===== config.mk =====
export PLATFORM = sky130hd
export DESIGN_NAME = cpu_top
export DESIGN_NICKNAME = d
export VERILOG_FILES = /design/src/hdl/cpu_pkg.sv /design/src/hdl/mem_req_if.sv /design/src/hdl/cpu_top.sv /design/src/hdl/control_unit.sv /design/src/hdl/memory_port.sv /design/src/hdl/alu.sv /design/src/hdl/register_file.sv /design/src/hdl/instruction_decoder.sv
export SDC_FILE = /design/constraint.sdc
export NUM_CORES = 2
export LEC_CHECK = 0
export ABC_CLOCK_PERIOD_IN_PS = 31900
export BUFFER_PORTS_ARGS = -buffer_cell sky130_fd_sc_hd__buf_2
export CAP_MARGIN = 0
export CORE_AREA = 2 2 319 557
export DETAILED_ROUTE_END_ITERATION = 8
export DIE_AREA = 0 0 321 559
export HOLD_SLACK_MARGIN = 0.03
export PLACE_DENSITY = 0.7
export SETUP_SLACK_MARGIN = 0.2
export SYNTH_ARGS = -nofsm -noshare
export SYNTH_HDL_FRONTEND = slang
export SYNTH_HIERARCHICAL = 1
export SYNTH_SLANG_ARGS = --single-unit

===== constraint.sdc =====
create_clock -name clock -period 31.9 [get_ports clock]
set_input_delay 6.38 -clock clock [delete_from_list [all_inputs] [get_ports clock]]
set_output_delay 6.38 -clock clock [all_outputs]
set_load 0.02 [all_outputs]

===== src/hdl/cpu_pkg.sv =====
package cpu_pkg;

    typedef logic [31:0] word_t;
    typedef logic [4:0]  reg_index_t;

    typedef enum logic [1:0] {
        SIZE_BYTE = 2'd0,
        SIZE_HALF = 2'd1,
        SIZE_WORD = 2'd2
    } mem_size_t;

    // Bits 6:2 of the instruction, low two bits are always 11
    typedef enum logic [4:0] {
        OPC_LOAD   = 5'b00000,
        OPC_OP_IMM = 5'b00100,
        OPC_AUIPC  = 5'b00101,
        OPC_STORE  = 5'b01000,
        OPC_OP     = 5'b01100,
        OPC_LUI    = 5'b01101,
        OPC_BRANCH = 5'b11000,
        OPC_JALR   = 5'b11001,
        OPC_JAL    = 5'b11011
    } opcode_t;

    typedef enum logic [3:0] {
        ALU_ADD, ALU_SUB, ALU_SLT, ALU_SLTU, ALU_XOR,
        ALU_OR, ALU_AND, ALU_SLL, ALU_SRL, ALU_SRA
    } alu_op_t;

    // Encoded as funct3 of the branch instructions
    typedef enum logic [2:0] {
        BR_EQ  = 3'b000,
        BR_NE  = 3'b001,
        BR_LT  = 3'b100,
        BR_GE  = 3'b101,
        BR_LTU = 3'b110,
        BR_GEU = 3'b111
    } branch_cond_t;

    typedef enum logic [3:0] {
        CLASS_ALU_REG, CLASS_ALU_IMM, CLASS_LUI, CLASS_AUIPC, CLASS_BRANCH,
        CLASS_JAL, CLASS_JALR, CLASS_LOAD, CLASS_STORE, CLASS_SKIP
    } instr_class_t;

    localparam word_t INSTR_BYTES = 32'd4;

endpackage

===== src/hdl/mem_req_if.sv =====
`timescale 1ns/100ps

interface mem_req_if;

    logic               start;
    logic               write;
    cpu_pkg::word_t     address;
    cpu_pkg::mem_size_t size;
    cpu_pkg::word_t     store_data;
    logic               load_unsigned; // Extension rule for load_data
    logic               done;
    cpu_pkg::word_t     load_data;

    modport ctrl (
        output start, write, address, size, store_data, load_unsigned,
        input  done, load_data
    );

    modport port (
        input  start, write, address, size, store_data, load_unsigned,
        output done, load_data
    );

endinterface


===== src/hdl/cpu_top.sv =====
`timescale 1ns/100ps

module cpu_top #(
    parameter cpu_pkg::word_t RESET_ADDRESS = 32'h0
) (
    input  logic               clock,
    input  logic               reset,
    output cpu_pkg::word_t     memory_address,
    input  cpu_pkg::word_t     memory_data_in,
    output cpu_pkg::word_t     memory_data_out,
    output cpu_pkg::mem_size_t memory_data_size,
    output logic               memory_enable,
    output logic               memory_operation, // 1 means write
    input  logic               memory_ready
);
    cpu_pkg::word_t        instruction;
    cpu_pkg::reg_index_t   rs1;
    cpu_pkg::reg_index_t   rs2;
    cpu_pkg::reg_index_t   rd;
    cpu_pkg::word_t        immediate;
    cpu_pkg::instr_class_t instr_class;
    cpu_pkg::alu_op_t      alu_op;
    cpu_pkg::branch_cond_t branch_cond;
    cpu_pkg::mem_size_t    mem_size;
    logic                  load_unsigned;
    cpu_pkg::word_t        rs1_data;
    cpu_pkg::word_t        rs2_data;
    cpu_pkg::word_t        operand_b;
    cpu_pkg::word_t        alu_result;
    logic                  branch_taken;
    logic                  write_enable;
    cpu_pkg::word_t        rd_data;

    mem_req_if req ();

    control_unit #(.RESET_ADDRESS(RESET_ADDRESS)) u_control_unit (
        .clock, .reset, .mem(req.ctrl), .instruction, .instr_class, .immediate,
        .rs1_data, .rs2_data, .alu_result, .branch_taken, .operand_b,
        .write_enable, .rd_data, .mem_size, .load_unsigned
    );

    instruction_decoder u_instruction_decoder (
        .instruction, .rs1, .rs2, .rd, .immediate, .instr_class, .alu_op,
        .branch_cond, .mem_size, .load_unsigned
    );

    register_file u_register_file (
        .clock, .reset, .rs1, .rs2, .rs1_data, .rs2_data, .write_enable, .rd, .rd_data
    );

    alu u_alu (
        .alu_op, .operand_a(rs1_data), .operand_b, .result(alu_result),
        .branch_cond, .branch_taken
    );

    memory_port u_memory_port (
        .clock, .reset, .req(req.port), .memory_address, .memory_data_out,
        .memory_data_in, .memory_data_size, .memory_enable, .memory_operation, .memory_ready
    );

endmodule


===== src/hdl/control_unit.sv =====
`timescale 1ns/100ps

module control_unit #(
    parameter cpu_pkg::word_t RESET_ADDRESS = 32'h0
) (
    input  logic                  clock,
    input  logic                  reset,
    mem_req_if.ctrl               mem,
    output cpu_pkg::word_t        instruction,
    input  cpu_pkg::instr_class_t instr_class,
    input  cpu_pkg::word_t        immediate,
    input  cpu_pkg::word_t        rs1_data,
    input  cpu_pkg::word_t        rs2_data,
    input  cpu_pkg::word_t        alu_result,
    input  logic                  branch_taken,
    output cpu_pkg::word_t        operand_b,
    output logic                  write_enable,
    output cpu_pkg::word_t        rd_data,
    input  cpu_pkg::mem_size_t    mem_size,
    input  logic                  load_unsigned
);
    typedef enum logic [1:0] {STAGE_FETCH, STAGE_EXECUTE, STAGE_MEMORY} stage_t;

    stage_t         stage;
    logic           pending;   // Request issued, waiting for done
    logic           is_mem_op;
    logic           writes_rd;
    cpu_pkg::word_t pc;
    cpu_pkg::word_t pc_plus_4;
    cpu_pkg::word_t pc_plus_imm;
    cpu_pkg::word_t effective_address;
    cpu_pkg::word_t next_pc;

    assign pc_plus_4         = pc + cpu_pkg::INSTR_BYTES;
    assign pc_plus_imm       = pc + immediate;
    assign effective_address = rs1_data + immediate;
    assign is_mem_op = (instr_class == cpu_pkg::CLASS_LOAD || instr_class == cpu_pkg::CLASS_STORE);
    assign writes_rd = !(instr_class inside {cpu_pkg::CLASS_BRANCH, cpu_pkg::CLASS_SKIP})
                       && !is_mem_op;

    assign operand_b = (instr_class == cpu_pkg::CLASS_ALU_REG ||
                        instr_class == cpu_pkg::CLASS_BRANCH) ? rs2_data : immediate;

    assign mem.start         = (stage != STAGE_EXECUTE) && !pending;
    assign mem.write         = (stage == STAGE_MEMORY) && (instr_class == cpu_pkg::CLASS_STORE);
    assign mem.address       = (stage == STAGE_FETCH) ? pc : effective_address;
    assign mem.size          = (stage == STAGE_FETCH) ? cpu_pkg::SIZE_WORD : mem_size;
    assign mem.store_data    = rs2_data;
    assign mem.load_unsigned = load_unsigned;

    assign write_enable = (stage == STAGE_EXECUTE && writes_rd) ||
                          (stage == STAGE_MEMORY && instr_class == cpu_pkg::CLASS_LOAD && mem.done);

    always_comb begin
        case (instr_class)
            cpu_pkg::CLASS_ALU_REG, cpu_pkg::CLASS_ALU_IMM: rd_data = alu_result;
            cpu_pkg::CLASS_LUI:   rd_data = immediate;
            cpu_pkg::CLASS_AUIPC: rd_data = pc_plus_imm;
            cpu_pkg::CLASS_LOAD:  rd_data = mem.load_data;
            default:              rd_data = pc_plus_4; // Link address
        endcase
    end

    always_comb begin
        case (instr_class)
            cpu_pkg::CLASS_BRANCH: next_pc = branch_taken ? pc_plus_imm : pc_plus_4;
            cpu_pkg::CLASS_JAL:    next_pc = pc_plus_imm;
            cpu_pkg::CLASS_JALR:   next_pc = {effective_address[31:1], 1'b0};
            default:               next_pc = pc_plus_4;
        endcase
    end

    always_ff @(posedge clock or posedge reset) begin
        if (reset) begin
            stage   <= STAGE_FETCH;
            pending <= 1'b0;
            pc      <= RESET_ADDRESS;
        end else begin
            case (stage)
                STAGE_EXECUTE: begin
                    if (is_mem_op) begin
                        stage <= STAGE_MEMORY;
                    end else begin
                        pc    <= next_pc;
                        stage <= STAGE_FETCH;
                    end
                end
                default: begin // Fetch or memory request in flight
                    if (mem.start) pending <= 1'b1;
                    if (mem.done) begin
                        pending <= 1'b0;
                        if (stage == STAGE_FETCH) begin
                            stage <= STAGE_EXECUTE;
                        end else begin
                            pc    <= next_pc;
                            stage <= STAGE_FETCH;
                        end
                    end
                end
            endcase
        end
    end

    always_ff @(posedge clock) begin
        if (stage == STAGE_FETCH && mem.done) instruction <= mem.load_data;
    end

    start_in_request_stage: assert property (@(posedge clock) disable iff (reset)
        mem.start |-> stage == STAGE_FETCH || (stage == STAGE_MEMORY && is_mem_op));

endmodule


===== src/hdl/memory_port.sv =====
`timescale 1ns/100ps

module memory_port (
    input  logic               clock,
    input  logic               reset,
    mem_req_if.port            req,
    output cpu_pkg::word_t     memory_address,
    output cpu_pkg::word_t     memory_data_out,
    input  cpu_pkg::word_t     memory_data_in,
    output cpu_pkg::mem_size_t memory_data_size,
    output logic               memory_enable,
    output logic               memory_operation,
    input  logic               memory_ready
);
    typedef enum logic [1:0] {PORT_IDLE, PORT_REQUEST, PORT_WAIT_ACK} port_state_t;

    port_state_t state;
    logic        load_unsigned;

    assign req.done = (state == PORT_WAIT_ACK) && memory_ready;

    always_comb begin
        case (memory_data_size)
            cpu_pkg::SIZE_BYTE: req.load_data = {{24{!load_unsigned && memory_data_in[7]}},
                                                 memory_data_in[7:0]};
            cpu_pkg::SIZE_HALF: req.load_data = {{16{!load_unsigned && memory_data_in[15]}},
                                                 memory_data_in[15:0]};
            default:            req.load_data = memory_data_in;
        endcase
    end

    always_ff @(posedge clock or posedge reset) begin
        if (reset) begin
            state         <= PORT_IDLE;
            memory_enable <= 1'b0;
        end else begin
            case (state)
                PORT_IDLE: if (req.start) state <= PORT_REQUEST;
                PORT_REQUEST: begin
                    if (!memory_ready) begin // Previous acknowledge has cleared
                        memory_enable <= 1'b1;
                        state         <= PORT_WAIT_ACK;
                    end
                end
                default: begin
                    if (memory_ready) begin
                        memory_enable <= 1'b0;
                        state         <= PORT_IDLE;
                    end
                end
            endcase
        end
    end

    // Request fields held from start until done
    always_ff @(posedge clock) begin
        if (state == PORT_IDLE && req.start) begin
            memory_address   <= req.address;
            memory_operation <= req.write;
            memory_data_size <= req.size;
            load_unsigned    <= req.load_unsigned;
            case (req.size)
                cpu_pkg::SIZE_BYTE: memory_data_out <= {24'b0, req.store_data[7:0]};
                cpu_pkg::SIZE_HALF: memory_data_out <= {16'b0, req.store_data[15:0]};
                default:            memory_data_out <= req.store_data;
            endcase
        end
    end

    enable_after_ready_low: assert property (@(posedge clock) disable iff (reset)
        $rose(memory_enable) |-> $past(!memory_ready));

    address_stable: assert property (@(posedge clock) disable iff (reset)
        memory_enable && $past(memory_enable) |-> $stable(memory_address));

endmodule


===== src/hdl/alu.sv =====
`timescale 1ns/100ps

module alu (
    input  cpu_pkg::alu_op_t      alu_op,
    input  cpu_pkg::word_t        operand_a,
    input  cpu_pkg::word_t        operand_b,
    output cpu_pkg::word_t        result,
    input  cpu_pkg::branch_cond_t branch_cond,
    output logic                  branch_taken
);
    logic [4:0] shift_amount;
    logic       equal;
    logic       less_signed;
    logic       less_unsigned;

    assign shift_amount  = operand_b[4:0];
    assign equal         = (operand_a == operand_b);
    assign less_signed   = ($signed(operand_a) < $signed(operand_b));
    assign less_unsigned = (operand_a < operand_b);

    always_comb begin
        case (alu_op)
            cpu_pkg::ALU_ADD:  result = operand_a + operand_b;
            cpu_pkg::ALU_SUB:  result = operand_a - operand_b;
            cpu_pkg::ALU_SLT:  result = {31'b0, less_signed};
            cpu_pkg::ALU_SLTU: result = {31'b0, less_unsigned};
            cpu_pkg::ALU_XOR:  result = operand_a ^ operand_b;
            cpu_pkg::ALU_OR:   result = operand_a | operand_b;
            cpu_pkg::ALU_AND:  result = operand_a & operand_b;
            cpu_pkg::ALU_SLL:  result = operand_a << shift_amount;
            cpu_pkg::ALU_SRL:  result = operand_a >> shift_amount;
            cpu_pkg::ALU_SRA:  result = $unsigned($signed(operand_a) >>> shift_amount);
            default:           result = operand_a + operand_b;
        endcase
    end

    always_comb begin
        case (branch_cond)
            cpu_pkg::BR_EQ:  branch_taken = equal;
            cpu_pkg::BR_NE:  branch_taken = !equal;
            cpu_pkg::BR_LT:  branch_taken = less_signed;
            cpu_pkg::BR_GE:  branch_taken = !less_signed;
            cpu_pkg::BR_LTU: branch_taken = less_unsigned;
            cpu_pkg::BR_GEU: branch_taken = !less_unsigned;
            default:         branch_taken = 1'b0;
        endcase
    end

endmodule


===== src/hdl/register_file.sv =====
`timescale 1ns/100ps

module register_file (
    input  logic                clock,
    input  logic                reset,
    input  cpu_pkg::reg_index_t rs1,
    input  cpu_pkg::reg_index_t rs2,
    output cpu_pkg::word_t      rs1_data,
    output cpu_pkg::word_t      rs2_data,
    input  logic                write_enable,
    input  cpu_pkg::reg_index_t rd,
    input  cpu_pkg::word_t      rd_data
);
    cpu_pkg::word_t registers [1:31]; // x0 is not stored

    assign rs1_data = (rs1 == '0) ? '0 : registers[rs1];
    assign rs2_data = (rs2 == '0) ? '0 : registers[rs2];

    always_ff @(posedge clock or posedge reset) begin
        if (reset) begin
            for (int i = 1; i < 32; i++) begin
                registers[i] <= '0;
            end
        end else if (write_enable && rd != '0) begin
            registers[rd] <= rd_data;
        end
    end

    writeback_known: assert property (@(posedge clock) disable iff (reset)
        write_enable |-> !$isunknown(rd_data));

endmodule


===== src/hdl/instruction_decoder.sv =====
`timescale 1ns/100ps

module instruction_decoder (
    input  cpu_pkg::word_t        instruction,
    output cpu_pkg::reg_index_t   rs1,
    output cpu_pkg::reg_index_t   rs2,
    output cpu_pkg::reg_index_t   rd,
    output cpu_pkg::word_t        immediate,
    output cpu_pkg::instr_class_t instr_class,
    output cpu_pkg::alu_op_t      alu_op,
    output cpu_pkg::branch_cond_t branch_cond,
    output cpu_pkg::mem_size_t    mem_size,
    output logic                  load_unsigned
);
    cpu_pkg::opcode_t opcode;
    logic [2:0]       funct3;

    assign opcode        = cpu_pkg::opcode_t'(instruction[6:2]);
    assign funct3        = instruction[14:12];
    assign rs1           = instruction[19:15];
    assign rs2           = instruction[24:20];
    assign rd            = instruction[11:7];
    assign mem_size      = cpu_pkg::mem_size_t'(funct3[1:0]);
    assign load_unsigned = funct3[2];
    assign branch_cond   = cpu_pkg::branch_cond_t'(funct3);

    always_comb begin
        instr_class = cpu_pkg::CLASS_SKIP;
        immediate   = {{20{instruction[31]}}, instruction[31:20]}; // I format
        if (instruction[1:0] == 2'b11) begin
            case (opcode)
                cpu_pkg::OPC_OP_IMM: instr_class = cpu_pkg::CLASS_ALU_IMM;
                cpu_pkg::OPC_OP:     instr_class = cpu_pkg::CLASS_ALU_REG;
                cpu_pkg::OPC_JALR:   instr_class = cpu_pkg::CLASS_JALR;
                cpu_pkg::OPC_LUI, cpu_pkg::OPC_AUIPC: begin
                    instr_class = (opcode == cpu_pkg::OPC_LUI) ? cpu_pkg::CLASS_LUI
                                                                : cpu_pkg::CLASS_AUIPC;
                    immediate = {instruction[31:12], 12'b0};
                end
                cpu_pkg::OPC_JAL: begin
                    instr_class = cpu_pkg::CLASS_JAL;
                    immediate = {{12{instruction[31]}}, instruction[19:12], instruction[20],
                                 instruction[30:21], 1'b0};
                end
                cpu_pkg::OPC_BRANCH: begin
                    if (funct3[2:1] != 2'b01) instr_class = cpu_pkg::CLASS_BRANCH;
                    immediate = {{20{instruction[31]}}, instruction[7], instruction[30:25],
                                 instruction[11:8], 1'b0};
                end
                cpu_pkg::OPC_LOAD: begin
                    if (funct3[1:0] != 2'b11 && funct3 != 3'b110) begin // LB LH LW LBU LHU
                        instr_class = cpu_pkg::CLASS_LOAD;
                    end
                end
                cpu_pkg::OPC_STORE: begin
                    if (!funct3[2] && funct3[1:0] != 2'b11) instr_class = cpu_pkg::CLASS_STORE;
                    immediate = {{20{instruction[31]}}, instruction[31:25], instruction[11:7]};
                end
                default: ;
            endcase
        end
    end

    always_comb begin
        case (funct3)
            3'b000:  alu_op = (opcode == cpu_pkg::OPC_OP && instruction[30]) ? cpu_pkg::ALU_SUB
                                                                              : cpu_pkg::ALU_ADD;
            3'b001:  alu_op = cpu_pkg::ALU_SLL;
            3'b010:  alu_op = cpu_pkg::ALU_SLT;
            3'b011:  alu_op = cpu_pkg::ALU_SLTU;
            3'b100:  alu_op = cpu_pkg::ALU_XOR;
            3'b101:  alu_op = instruction[30] ? cpu_pkg::ALU_SRA : cpu_pkg::ALU_SRL;
            3'b110:  alu_op = cpu_pkg::ALU_OR;
            default: alu_op = cpu_pkg::ALU_AND;
        endcase
    end

endmodule


==> flow_summary.ini <==
[route]
met3WireLength_um = 22400
top_layer_used = met5
drt_iter0_markers = 5817
routedWlPerCell_um = 33.3
first_pass_iters = 9
route.met2.wl_um = 140000
antenna_left = 0
wl_met1_um = 94000
drc = 0
wirelength_um = 292000
vias = 59600
via_per_inst = 6.82

[sta]
final_max_slew_viol_count = 0
finClkSkew_ns = 0.0721
finalSetupViolations = 0
fin_crit_sh_pct = 36.3
max_slew.worst_pin.slew_ns = 1.46
hold_viol_final = 0
setup_slack_ns = 20.33
timing.setup.tns_ns = 0
rsz0062_at_grt = no
relSlewSlack_pct = 2.54
max_freq_ghz = 0.0864
post-route-min-period_ns = 11.57

[clock_network]
cts_setup_buffers = 0
clock_latency_ns = 0.75
cts-htree-levels = 3
cts-buffers-inserted = 102
cts_tree = built
cts_resized = 0
clk_pin_slew_worst_paths_ns = 0.06
cts_buffer_depth = 3
clkSinkCount = 1130
ctsRootBufferMaster = clkbuf_16
cts.hold.buffers_added = 0

[grt]
grt_overflow = 0
grt_max_degree = 187
grt_pass1_wl_um = 418000
antenna_found_initial = 22
grt_pass1_vias = 60300
grtUsageTotal_pct = 31.7

[final_layout]
fin_nets = 6592
areaGrowthSynthToFinish_pct = 7.65
layout_common_cells = mux2_2 (1193), dfrtp_1 (1030), mux2i_1 (564), o22ai_1 (331), nand2_1 (266)
multi_input_area_mm2 = 0.0426
nFillCells = 15900
final_layout_size_suffix_gt1_share_pct = 32.1
final_common_cell = mux2_2
seq_area_mm2 = 0.0288

[outcome]
status = complete, no violations

[synthesis]
synth_area_leaders = dfrtp_1 (35%), mux2_2 (18%), mux2i_1 (7.6%)
ys_warn_count = 6
seq_area_frac_synth_pct = 38.5
synth_cell_type_count = 123
yosys.area_share.simple_pct = 7.58
synth-compound-area-share_pct = 13.0
synth_top_cell_by_area = dfrtp_1
postSynth.asyncResetShare_pct = 91.2
synth_area_per_cell_um2 = 11.3
synthCells = 6634
synth.cell_area_mm2 = 0.0747
ys_ff_latch = 1130
synthAdderAreaFrac_pct = 2.79
synth_nets = 6833
synth_edf_count = 100
synth_mux_area_share_pct = 31.6
synthXorXnorAreaFrac_pct = 1.10
ys.flop_type = dfrtp_1
synth_top_family_by_area = multiplexers
yosys.area.top_type_share_pct = 34.5

[worst_hold_path]
worstHoldStart = u_memory_port/memory_enable
hold-path-cell-count = 1
hp-class = register to register
whs_endpoint = u_memory_port/memory_enable

[worst_setup_path]
cp.buffers_inverters = 8
crit_type = input port to async pin
reg2reg_from = u_control_unit/instruction[20]
path_max_fanout = 169
critPathTopFamily = buffers and inverters
r2r_end = u_register_file/registers[571]
regToRegSetupSlack_ns = 21.42
cp_slowest_cell = buf_4
crit_path_frequent_cell = buf_4
required_ns = 32.55
r2r_cells = 24
worstPathArrival_ns = 12.22
end_kind = async pin
slowest_delay_ns = 0.90
cp-start-kind = input port
crit_chain = buf_2, clkinvlp_4, buf_4, buf_12, buf_4, buf_4, buf_4, buf_4

[floorplanning]
coreArea_mm2 = 0.175
initial_core_util_pct = 42.7
fp.dieH_um = 559
rows = 203
ios = 103
die_w_um = 321
dieArea_mm2 = 0.179

[place]
port-buffer-count = 102
dp_slack_ns = 19.48
routabilityCongestion = 1.09
place_hpwl_um = 198000

[pwr]
ir_drop_mv = 0.0465
powerDensity_mw_per_mm2 = 50.5
p_leak_nw = 35.6

[job]
drv_cap = 0
cell families (layout without fill, tap and decap cells):
kind of cell / Yosys count / in the layout
xor+xnor: 94 / 94
fa+ha+maj: 164 / 164
simple gates: 1093 / 1093
flops: 1130 / 1130
compound gates: 1392 / 1392
mux: 1988 / 1988
other cells: 0 / 16
buf+inv: 773 / 616
metrics by stage:
step           cell area (um2)  instances  power, mW  utilization (%)  hold slack, ns
2_1_floorplan            74700       6634       2.28                -           0.470
3_3_place_gp             76800       8541       2.70             43.9           0.481
3_5_place_dp             76800       8541       2.71             43.9           0.497
4_1_cts                  80300       8729       4.03             46.0           0.511
5_1_grt                  80400       8735       4.18             46.0           0.529
6_report                 80400       8748       4.06             46.0           0.501
worst max path at each step:
stage               startpoint                              to  slack (ns)  cells past startpoint
floorplan                reset    u_register_file/registers[0]       11.85                      1
global placement         reset  u_register_file/registers[135]       19.72                      8
detailed placement       reset  u_register_file/registers[132]       19.48                      8
CTS                      reset  u_register_file/registers[327]       20.19                      8
global route             reset  u_register_file/registers[167]       19.51                      8
finish                   reset  u_register_file/registers[128]       20.33                      8
flip-flops by register name, indices dropped and copies added (netlist names):
| name | cells |
|---|---|
| u_control_unit/pc | 32 |
| u_memory_port/memory_enable | 1 |
| u_memory_port/memory_operation | 1 |
| u_memory_port/memory_data_out | 32 |
| u_control_unit/stage | 2 |
| u_memory_port/state | 2 |
| u_control_unit/instruction | 32 |
| u_register_file/registers | 992 |
| u_control_unit/pending | 1 |
| u_memory_port/memory_address | 32 |
| u_memory_port/load_unsigned | 1 |
| u_memory_port/memory_data_size | 2 |
synthesized netlist by cell type, drive strengths merged (10+ instances only):
library cell	instances
a211oi	31
a21o	67
a21oi	204
a221o	12
a221oi	97
a222oi	32
a22o	15
a22oi	89
a31oi	61
a41o	10
and2	39
and3	21
buf	373
clkbuf	284
dfrtp	1030
edfxtp	100
ha	160
inv	116
mux2	1251
mux2i	566
mux4	171
nand2	286
nand2b	26
nand3	56
nand4	22
nor2	246
nor2b	44
nor3	237
nor3b	14
nor4	22
o2111ai	11
o211ai	44
o21a	11
o21ai	172
o21bai	14
o221ai	10
o22ai	331
o31a	68
o31ai	23
or2	17
xnor2	54
xor2	40
routing by layer:
metal / vias to the layer above / global-route usage [%]
met3: 1332 / 6.98
met2: 3341 / 52.7
met4: 8 / 32.2
met1: 30300 / 32.2
met5: - / 0
li1: 24700 / -
worst reg2reg max path, cell delays in order (launching register included):
cell and delay (ns):
edfxtp_1 0.51, buf_4 0.78, buf_12 0.64, buf_12 0.76, mux4_2 0.41, a22oi_1 0.10
o31a_1 0.20, nor3_1 0.86, mux2_4 0.29, buf_4 0.44, inv_2 0.39, ha_1 0.49
nor3_1 0.09, o31ai_1 0.24, buf_4 0.20, a211oi_2 0.14, nor4_2 0.97, o32ai_2 0.37
o21a_1 0.27, a211oi_1 0.20, a31oi_1 0.12, a222oi_1 1.03, a31oi_2 0.20, buf_4 0.30
mux2_1 0.35
power breakdown:
group | internal [mW] | switching (mW)
clock | 0.736 | 0.582
sequential | 1.50 | 0.0529
combinational | 0.345 | 0.850
area by class of cell:
class,count,share of cell area (%)
antenna,16,0.0498
clock buffer,157,3.90
clock inverter,31,0.521
inverter,116,0.546
multi-input combinational,4731,53.0
sequential,1130,35.8
tap,2255,3.51
timing repair buffer,312,2.73
Power figures use the tool's default switching activity.
